## config.mk

```make
export PLATFORM = sky130hd
export DESIGN_NAME = DataMemoryUnit
export DESIGN_NICKNAME = d
export VERILOG_FILES = /design/src/hw/MemAccessPkg.sv /design/src/hw/DataMemoryUnit.sv /design/src/hw/LineMemory.sv /design/src/hw/LoadValueUnit.sv /design/src/hw/StoreValueUnit.sv
export SDC_FILE = /design/constraint.sdc
export NUM_CORES = 2
export LEC_CHECK = 0
export BUFFER_PORTS_ARGS = -buffer_cell sky130_fd_sc_hd__buf_2
export CAP_MARGIN = 5
export CORE_MARGIN = 2
export CORE_UTILIZATION = 45
export DETAILED_ROUTE_END_ITERATION = 8
export SLEW_MARGIN = 20
export SYNTH_ARGS = -nofsm -noshare
export SYNTH_HDL_FRONTEND = slang
export SYNTH_SLANG_ARGS = --single-unit
```

## constraint.sdc

```tcl
create_clock -name clk -period 3.66 [get_ports clk]
set_input_delay 0.366 -clock clk [delete_from_list [all_inputs] [get_ports clk]]
set_output_delay 0.366 -clock clk [all_outputs]
set_load 0.05 [all_outputs]
```

## src/hw/MemAccessPkg.sv

```systemverilog
// Shared types and defaults for the data-memory access stage
// Modules import this inside their bodies and use scoped names in headers

`default_nettype none

package MemAccessPkg;

    // One data word as seen by the core
    typedef logic [63:0] DWord_t;

    // Byte address into the local line memory
    typedef logic [15:0] MemAddr_t;

    // Access kind
    // Unsigned variants zero extend on load
    typedef enum logic [2:0] {
        LoadStoreType_Byte             = 3'd0,
        LoadStoreType_UnsignedByte     = 3'd1,
        LoadStoreType_HalfWord         = 3'd2,
        LoadStoreType_UnsignedHalfWord = 3'd3,
        LoadStoreType_Word             = 3'd4,
        LoadStoreType_UnsignedWord     = 3'd5,
        LoadStoreType_DoubleWord       = 3'd6
    } LoadStoreType;

    // One request as presented with reqValid
    typedef struct packed {
        logic         store;
        LoadStoreType accessType;
        MemAddr_t     addr;
        DWord_t       value;
    } MemReq_t;

    // Bytes per line
    // Power of two and at least one doubleword
    localparam int DefaultLineBytes = 16;

    // Lines in the array, power of two
    localparam int DefaultLineCount = 16;

    // Access size in bytes for a given type
    function automatic int AccessBytes(input LoadStoreType accessType);
        case (accessType)
            LoadStoreType_Byte, LoadStoreType_UnsignedByte: begin
                return 1;
            end
            LoadStoreType_HalfWord, LoadStoreType_UnsignedHalfWord: begin
                return 2;
            end
            LoadStoreType_Word, LoadStoreType_UnsignedWord: begin
                return 4;
            end
            default: begin
                // Doubleword and the unused code
                return 8;
            end
        endcase
    endfunction

endpackage

`default_nettype wire

```

## src/hw/DataMemoryUnit.sv

```systemverilog
// Top of the data-memory access stage
// Accepts one load or store per cycle, rejects misaligned accesses
// Load data and the misaligned pulse come out one cycle after acceptance

`timescale 1ns/1ps
`default_nettype none

module DataMemoryUnit #(
    parameter int LineBytes = MemAccessPkg::DefaultLineBytes,
    parameter int LineCount = MemAccessPkg::DefaultLineCount,
    localparam int LineWidth = LineBytes * 8,
    localparam int OffsetWidth = $clog2(LineBytes),
    localparam int IndexWidth = $clog2(LineCount)
) (
    input  logic                  clk,
    input  logic                  arstN,
    input  logic                  reqValid,
    input  MemAccessPkg::MemReq_t req,
    output logic                  rdValid,
    output MemAccessPkg::DWord_t  rdData,
    output logic                  misaligned
);
    import MemAccessPkg::*;

    // Address split
    logic [OffsetWidth-1:0] offset;
    logic [IndexWidth-1:0]  index;

    // Alignment and gated enables
    logic aligned;
    logic wrEn;
    logic rdEn;

    // Line-wide data paths
    logic [LineWidth-1:0] storeLine;
    logic [LineBytes-1:0] writeMask;
    logic [LineWidth-1:0] readLine;

    // Load tracking, one cycle behind the request
    logic                   loadPending;
    logic [OffsetWidth-1:0] loadOffset;
    LoadStoreType           loadType;
    logic                   misalignedQ;

    // Offset in the line, index from the bits just above
    // Higher address bits are ignored so addresses wrap
    assign offset = req.addr[OffsetWidth-1:0];
    assign index = req.addr[OffsetWidth +: IndexWidth];

    // Natural alignment, offset a multiple of the access size
    assign aligned =
        (offset & OffsetWidth'(AccessBytes(req.accessType) - 1)) == '0;

    assign wrEn = reqValid & req.store & aligned;
    assign rdEn = reqValid & ~req.store & aligned;

    StoreValueUnit #(
        .LineBytes(LineBytes)
    ) storeValueUnit (
        .offset    (offset),
        .value     (req.value),
        .accessType(req.accessType),
        .line      (storeLine),
        .writeMask (writeMask)
    );

    // Same index for both sides, only one request per cycle
    LineMemory #(
        .LineBytes(LineBytes),
        .LineCount(LineCount)
    ) lineMemory (
        .clk    (clk),
        .arstN  (arstN),
        .wrEn   (wrEn),
        .wrIndex(index),
        .wrLine (storeLine),
        .wrMask (writeMask),
        .rdEn   (rdEn),
        .rdIndex(index),
        .rdLine (readLine)
    );

    // Offset and type follow the line through the read register
    always_ff @(posedge clk or negedge arstN) begin
        if (!arstN) begin
            loadPending <= 1'b0;
            loadOffset  <= '0;
            loadType    <= LoadStoreType_Byte;
            misalignedQ <= 1'b0;
        end
        else begin
            loadPending <= rdEn;
            // Rejected loads and stores alike
            misalignedQ <= reqValid & ~aligned;
            if (rdEn) begin
                loadOffset <= offset;
                loadType   <= req.accessType;
            end
        end
    end

    LoadValueUnit #(
        .LineBytes(LineBytes)
    ) loadValueUnit (
        .line      (readLine),
        .offset    (loadOffset),
        .accessType(loadType),
        .value     (rdData)
    );

    assign rdValid = loadPending;
    assign misaligned = misalignedQ;

endmodule

`default_nettype wire

```

## src/hw/LineMemory.sv

```systemverilog
// Local line array for the access stage
// Byte-masked writes and a registered whole-line read with one cycle latency
// The read register holds its value between reads

`timescale 1ns/1ps
`default_nettype none

module LineMemory #(
    parameter int LineBytes = MemAccessPkg::DefaultLineBytes,
    parameter int LineCount = MemAccessPkg::DefaultLineCount,
    localparam int LineWidth = LineBytes * 8,
    localparam int IndexWidth = $clog2(LineCount)
) (
    input  logic                  clk,
    input  logic                  arstN,
    input  logic                  wrEn,
    input  logic [IndexWidth-1:0] wrIndex,
    input  logic [LineWidth-1:0]  wrLine,
    input  logic [LineBytes-1:0]  wrMask,
    input  logic                  rdEn,
    input  logic [IndexWidth-1:0] rdIndex,
    output logic [LineWidth-1:0]  rdLine
);

    // Storage, one entry per line
    logic [LineWidth-1:0] mem [LineCount];

    // Write side
    // Only bytes with their mask bit set change
    always_ff @(posedge clk) begin
        if (wrEn) begin
            for (int i = 0; i < LineBytes; i++) begin
                if (wrMask[i]) begin
                    mem[wrIndex][i*8 +: 8] <= wrLine[i*8 +: 8];
                end
            end
        end
    end

    // Read side
    // Whole line captured, offset handling is downstream
    always_ff @(posedge clk or negedge arstN) begin
        if (!arstN) begin
            rdLine <= '0;
        end
        else if (rdEn) begin
            rdLine <= mem[rdIndex];
        end
    end

endmodule

`default_nettype wire

```

## src/hw/LoadValueUnit.sv

```systemverilog
// Load path of the access stage
// Picks the addressed bytes out of a read line and extends them to 64 bits
// Purely combinational, fed from the registered line and load state

`timescale 1ns/1ps
`default_nettype none

module LoadValueUnit #(
    parameter int LineBytes = MemAccessPkg::DefaultLineBytes,
    localparam int LineWidth = LineBytes * 8,
    localparam int OffsetWidth = $clog2(LineBytes)
) (
    input  logic [LineWidth-1:0]         line,
    input  logic [OffsetWidth-1:0]       offset,
    input  MemAccessPkg::LoadStoreType   accessType,
    output MemAccessPkg::DWord_t         value
);
    import MemAccessPkg::*;

    // Line moved down so the access starts at byte 0
    logic [LineWidth-1:0] shifted;
    // Low doubleword of the shifted line
    DWord_t raw;
    // Access width in bytes
    int sizeBytes;
    // Sign extension requested
    logic isSigned;
    // Fill bit for bytes above the access
    logic fillBit;

    always_comb begin
        shifted = line >> {offset, 3'b000};
        raw = shifted[63:0];
        sizeBytes = AccessBytes(accessType);

        // Doubleword needs no fill at all
        isSigned = accessType inside {
            LoadStoreType_Byte,
            LoadStoreType_HalfWord,
            LoadStoreType_Word
        };

        // Top bit of the kept bytes
        fillBit = isSigned & raw[sizeBytes * 8 - 1];

        // Keep the low bytes, replicate fill above them
        for (int i = 0; i < 8; i++) begin
            if (i < sizeBytes) begin
                value[i*8 +: 8] = raw[i*8 +: 8];
            end
            else begin
                value[i*8 +: 8] = {8{fillBit}};
            end
        end
    end

endmodule

`default_nettype wire

```

## src/hw/StoreValueUnit.sv

```systemverilog
// Store path of the access stage
// Moves a store value to its byte position in a line and builds the byte mask

`timescale 1ns/1ps
`default_nettype none

module StoreValueUnit #(
    parameter int LineBytes = MemAccessPkg::DefaultLineBytes,
    localparam int LineWidth = LineBytes * 8,
    localparam int OffsetWidth = $clog2(LineBytes)
) (
    input  logic [OffsetWidth-1:0]       offset,
    input  MemAccessPkg::DWord_t         value,
    input  MemAccessPkg::LoadStoreType   accessType,
    output logic [LineWidth-1:0]         line,
    output logic [LineBytes-1:0]         writeMask
);
    import MemAccessPkg::*;

    // Mask of access size, before shifting to the offset
    logic [LineBytes-1:0] baseMask;

    always_comb begin
        // Widen to line size, upper bytes are zero
        // Byte i of value lands at line byte offset + i
        line = LineWidth'(value) << {offset, 3'b000};
    end

    always_comb begin
        baseMask = '0;
        // Low AccessBytes bits set
        // Never more than eight, a line holds at least that
        for (int i = 0; i < 8; i++) begin
            baseMask[i] = (i < AccessBytes(accessType));
        end
        // Only covered bytes enabled
        writeMask = baseMask << offset;
    end

endmodule

`default_nettype wire

```

# --- Yosys cells after proc, flatten, opt, wreduce, memory -nomap -nowiden ---
# Memories as Yosys holds them, arrays and structs flattened. A register that Yosys moved wholly into a read port is not among the register bits.
# Index checks and enable logic that the tools add are counted.
classes:
  add_sub_neg: 2
  order_cmp: 17
  eq_ne: 10
  shifts: 3
  n_mux: 61
  bitwise_logic: 9
  reduce_logical: 11
ops:
  columns: ["cell", "count"]
  rows:
  - ["left shift 64 x 7 -> 128 bit", 1]
  - [">> shifter 128 x 7 -> 64 bit", 1]
  - ["two-way mux 8 bit", 8]
  - ["two-way mux 1 bit", 50]
  - ["less-than comparator 3 x 4 -> 1 bit (first input constant)", 8]
  - ["less-than comparator 32 x 8 -> 1 bit (second input constant)", 1]
  - ["case mux 4 bit (3 select lines)", 2]
  - ["less-than comparator 1 x 4 -> 1 bit (first input constant)", 4]
  - ["less-than comparator 2 x 4 -> 1 bit (first input constant)", 4]
  - ["left shift 8 x 4 -> 16 bit", 1]
  - ["equality test 3 x 2 -> 1 bit (second input constant)", 4]
  - ["equality test 3 bit (second input constant)", 4]
  - ["OR reduction 2 bit", 6]
  - ["subtractor 7 x 1 -> 8 bit (second input constant)", 1]
  - ["bitwise AND 1 bit", 6]
  - ["binary-select mux 1 bit (select 6 bit)", 1]
  - ["equality test 3 x 1 -> 1 bit (second input constant)", 2]
  - ["logical NOT 3 bit", 2]
  - ["bitwise AND 4 bit", 1]
  - ["logical NOT 4 bit", 1]
  - ["subtractor 4 x 2 -> 4 bit (second input constant)", 1]
  - ["nonzero test 3 bit", 1]
  - ["NOT 1 bit", 2]
  - ["logical NOT 1 bit", 1]
totals:
  reg_bits: 9
  ram_bits: 2048
  input_bits: 87
  output_inout_bits: 66
  elab_cells: 118
  n_memories: 1
memory_table:
  columns: ["memory", "words", "word_bits", "rd", "rd_clocked_by_memory_dff", "wr", "line_no", "rtl"]
  rows:
  - ["lineMemory.mem", 16, 128, 1, 1, 1, "LineMemory.sv:26", "logic [LineWidth-1:0] mem [LineCount];"]

# --- Longest topological paths before layout ---
depth:
  word_depth: 9
  ltp_mapped: 13
  depth_no_buf: 11

# --- Hierarchy ---
# From an unflattened synthesis, not the netlist that was laid out.
hier_totals:
  hier_cells: 5332
  hier_area_um2: 91775.5
modules_own_cells:
  columns: ["mod", "instances", "cells_each", "area_each_um2", "seq_area_each_um2"]
  rows:
  - ["LineMemory", 1, 4046, 83123.5, 64702.1]
  - ["LoadValueUnit", 1, 738, 4864.7, 0.0]
  - ["StoreValueUnit", 1, 522, 3409.5, 0.0]
  - ["DataMemoryUnit", 1, 26, 377.9, 225.2]

# --- Least setup slack after synthesis ---
# Ideal clock, no wire load.
synth_path:
  path_kind: "input to register"
  from: "input req[81] in the netlist's numbering"
  to: "memory lineMemory.mem[10][56] in the netlist's numbering, enable pin"
  t_arrival_ns: 2.731
  required_ns: 3.290
  setup_slack_ns: 0.559
  cell_stages: 11
  path_buffers: 3
  path_cell_list: "clkbuf_1 -> nand2_1 -> ha_1 -> inv_1 -> a222oi_1 -> and3_1 -> buf_2 -> and2_1 -> nand2_1 -> clkbuf_1 -> nor2_1"
synth_between:
  elab_chain_cells: 9
synth_rtl:
  columns: ["element", "line_no", "rtl"]
  rows:
  - ["from (decl)", "DataMemoryUnit.sv:18", "input MemAccessPkg::MemReq_t req,"]
  - ["equality test 3 bit (tied with other cells)", "MemAccessPkg.sv:43", "case (accessType)"]
  - ["OR reduction 2 bit", "MemAccessPkg.sv:43", null]
  - ["case mux 4 bit (3 select lines) *", "MemAccessPkg.sv:43", null]
  - ["branches (longest 4 deep; another with less-than comparator 1 x 4 -> 1 bit)", null, null]
  - ["two-way mux 1 bit *", "LineMemory.sv:31", "if (wrEn) begin"]
  - ["two-way mux 1 bit (implied by the code) *", "LineMemory.sv:34", "mem[wrIndex][i*8 +: 8] <= wrLine[i*8 +: 8];"]
  - ["to (decl)", "LineMemory.sv:26", null]
# Mark *: on every way between the ends.

# --- Worst setup path in the final report ---
layout_path:
  from: "register loadOffset[3]"
  to: "output rdData[35]"
layout_between:
  elab_chain_cells: 6
layout_rtl:
  columns: ["element", "line_no", "rtl"]
  rows:
  - ["from (decl)", "DataMemoryUnit.sv:41", "logic [OffsetWidth-1:0] loadOffset;"]
  - ["from (signal assigned)", "DataMemoryUnit.sv:96", "loadOffset <= offset;"]
  - [">> shifter 128 x 7 -> 64 bit *", "LoadValueUnit.sv:32", "shifted = line >> {offset, 3'b000};"]
  - ["binary-select mux 1 bit (select 6 bit)", "LoadValueUnit.sv:44", "fillBit = isSigned & raw[sizeBytes * 8 - 1];"]
  - ["two-way mux 1 bit (implied by the code) (2 in a row)", "LoadValueUnit.sv:44", null]
  - ["bitwise AND 1 bit", "LoadValueUnit.sv:44", null]
  - ["two-way mux 8 bit *", "LoadValueUnit.sv:48", "if (i < sizeBytes) begin"]
  - ["to (decl)", "DataMemoryUnit.sv:20", "output MemAccessPkg::DWord_t rdData,"]
# Mark *: on every way between the ends. The rest lies on a longest branch, timed or not. The select of a mux whose other input is x is not followed.

==> metrics.cfg <==
[detailed_routing]
finalWirelength_um=258000
avgViaCountPerCell=5.96
firstDrtPassIters=6
antenna_left=0
wire_per_inst_um=31.5
initialDrtViolationCount=5960
drc_errors=0
vias=48800

[cells_and_area]
syn2layout_area_growth_pct=17.5
drive_gt1_share_pct=36.2
nNetsFinal=5403
final_util_pct=53.0
instances_no_fill=8184
finish.instance_area_um2=107000

[placement]
placed_area_um2=98600
placedCellCount=7719
port_buffers=144
hpwl_um=187000
place_congestion=0.966

[yosys]
synth_top_area_cell=edfxtp_1
ys_ff_latch=2185
synthArstFlopShare_pct=6.27
synth_area_leaders=edfxtp_1 (68%), mux4_2 (16%), dfrtp_1 (3.8%)
synth_edf_count=2048
avgSynthCellArea_um2=19.2
netlist_instances=4733
synth.cell_area_um2=90900
ys_seq_area_share_pct=71.4
synth_ff_type=edfxtp_1
synthTopCellsByCount=edfxtp_1 (2048), mux4_2 (666), nor2_1 (464)
synthDistinctLibCells=63
synthMostInstantiatedCell=edfxtp_1
syn_nets=4825
synth.top_cell.area_share_pct=67.6
ys_warn_count=0

[global_route]
gr-total-overflow=0
grt_max_degree=97
grt_usage_pct=25.0
grt_pass1_wl_um=362000
grt_pass1_vias=48300
grt_antenna_before_repair=26

[sta]
final.setup.worst_slack_ps=-371
setup_viol=64
final-hold-violation-count=0
worstMarginPinSlew_ps=1090
period_needed_ps=4030
rsz0062_at_grt=yes
max_freq_ghz=0.248
whs_ps=114
finClkSkew_ps=58.3
drv_slew=0
finalCritPeriodShare_pct=110
relSlewSlack_pct=27.2

[clock_tree]
cts_tree=built
numCtsBuffers=221
h-tree-depth=4
ctsRootBufferMaster=clkbuf_16
clkLatencyLatePin_ps=880
cts.path.max_buffers=3
cts.sinks=2185
path_clk_slew_ps=70

[run_status]
status=finished with violations
violations=negative setup slack

[critical_path]
critPathMaxStageDelay_ps=490
crit_top_cell=buf_12
crit_slowest_cell=dfrtp_4
crit_path_start_kind=flop
cp_cell_sequence=buf_12, or3_1, o22a_1, and4_1, o21ai_2, o311ai_4, a21oi_4, buf_12, a221o_1, buf_12
crit_path_max_fanout=14
worstPathRequired_ps=3290
cp-end-kind=output port
crit_type=flop to output port
cp.arrival_ps=3670

[min_path]
hold_class=input pin to flop

[floorplanning]
core_area_um2=201000
rows=165
start_util_pct=45.1
pin_count=153
die_x_um=454
die_h_um=454
dieArea_um2=206000

[power_and_ir_drop]
irDropWorstVdd_mv=0.824
power_density_nw_per_um2=610
p_leak_nw=31.4

[job]
drv_cap=0

==> area by class of cell <==
type	instances	area, µm²
fillers	15900	94600
flip-flops and latches	2185	64900
multi-input cells	2200	25200
repair buffers	686	6230
clock buffers	271	5770
well taps	2672	3340
clock inverters	140	1320
inverters	17	63.8
diodes	13	32.5
==> kinds of logic (layout without fill, tap and decap cells) <==
| family | Yosys count | in the layout | share of synthesized area [%] |
|---|---|---|---|
| simple gates | 759 | 759 | 3.46 |
| xor+xnor | 1 | 1 | 0.00963 |
| buf+inv | 348 | 1114 | 1.60 |
| other cells | 0 | 13 | 0 |
| flops | 2185 | 2185 | 71.4 |
| mux | 986 | 986 | 20.3 |
| compound gates | 449 | 449 | 3.18 |
| fa+ha+maj | 5 | 5 | 0.0688 |
==> critical path, delay by kind of cell (launching register included) <==
kind	cells	cell delay, ps
AOI/OAI and AO/OA	5	1150
buffers and inverters	3	520
DFF	1	490
and+or+nand+nor	2	580
==> placed cells by master, fill, tap and decap left out, types with 11 or more instances in the layout <==
master	Yosys	routed
diode_2	0	13
o21ai_1	3	22
mux2i_1	114	105
a22o_1	12	12
buf_2	94	74
clkinv_1	2	49
nor3_1	22	13
nand2_1	162	153
mux2_2	206	199
o211ai_1	11	11
inv_1	13	13
clkinv_2	0	45
nor2_1	464	436
a21o_1	33	28
nor2_2	0	27
nand3_1	20	14
buf_4	4	484
buf_6	2	31
clkbuf_16	0	226
buf_12	0	75
bufinv_16	0	17
mux4_2	666	666
and3_1	17	17
edfxtp_1	2048	2048
clkbuf_1	199	46
o21a_1	16	15
o21ai_0	107	82
dfrtp_1	137	133
a21oi_1	119	117
o22ai_1	22	21
a211oi_1	41	34
nor2b_1	41	40
==> registers in the layout, summed over array words and instances, names as in the netlist <==
name,flops
lineMemory.mem,2048
lineMemory.rdLine,128
loadOffset,4
loadType,3
misaligned,1
rdValid,1
==> worst paths after layout <==
| check | from | to | slack, ps | cells after the start |
|---|---|---|---|---|
| setup / recovery | loadOffset[3]$_DFFE_PN0P_ | rdData[35] | -370 | 10 |
| hold / removal | req[83] | rdValid$_DFF_PN0_ | 110 | 3 |
| setup reg to reg | lineMemory.mem[10][119]$_DFFE_PP_ | lineMemory.rdLine[119]$_DFFE_PN0P_ | 1680 | 3 |
| hold reg to reg | lineMemory.rdLine[1]$_DFFE_PN0P_ | lineMemory.rdLine[1]$_DFFE_PN0P_ | 520 | 1 |
| max in group asynchronous | arstN | lineMemory.rdLine[80]$_DFFE_PN0P_ | 2440 | 3 |
| min in group asynchronous | arstN | lineMemory.rdLine[70]$_DFFE_PN0P_ | 360 | 2 |
==> metrics by stage <==
stage / worst slack, ps / power (mW) / TNS [ps]
CTS: -390 / 64.8 / -19170
floorplan: 559 / 36.4 / 0
global placement: 178 / 42.1 / 0
finish: -371 / 65.2 / -16070
global route: -437 / 67.0 / -22320
detailed placement: 118 / 42.2 / 0
==> where the power goes <==
group	total [mW]	internal, mW	switching [mW]
sequential	28.6	27.9	0.704
combinational	14.6	5.95	8.63
clock	22.0	12.4	9.54
total	65.2	46.3	18.9
==> per-layer routing <==
metal  GRT usage (%)  wire, µm
met1            34.2    104000
met2            39.8    123000
met3            4.03     17800
met4            11.3     13100
met5               0        69
==> repair_timing <==
| item | CTS | global route |
|---|---|---|
| endpoints found under the setup margin | 64 | 64 |
| gates cloned | 3 | 4 |
| setup buffers | 13 | 16 |
| endpoints found under the hold margin | 84 | 0 |
| hold buffers | 6 | 0 |
| resized for setup | 57 | 87 |
| pin swaps | 7 | 16 |
Power figures use the tool's default switching activity.
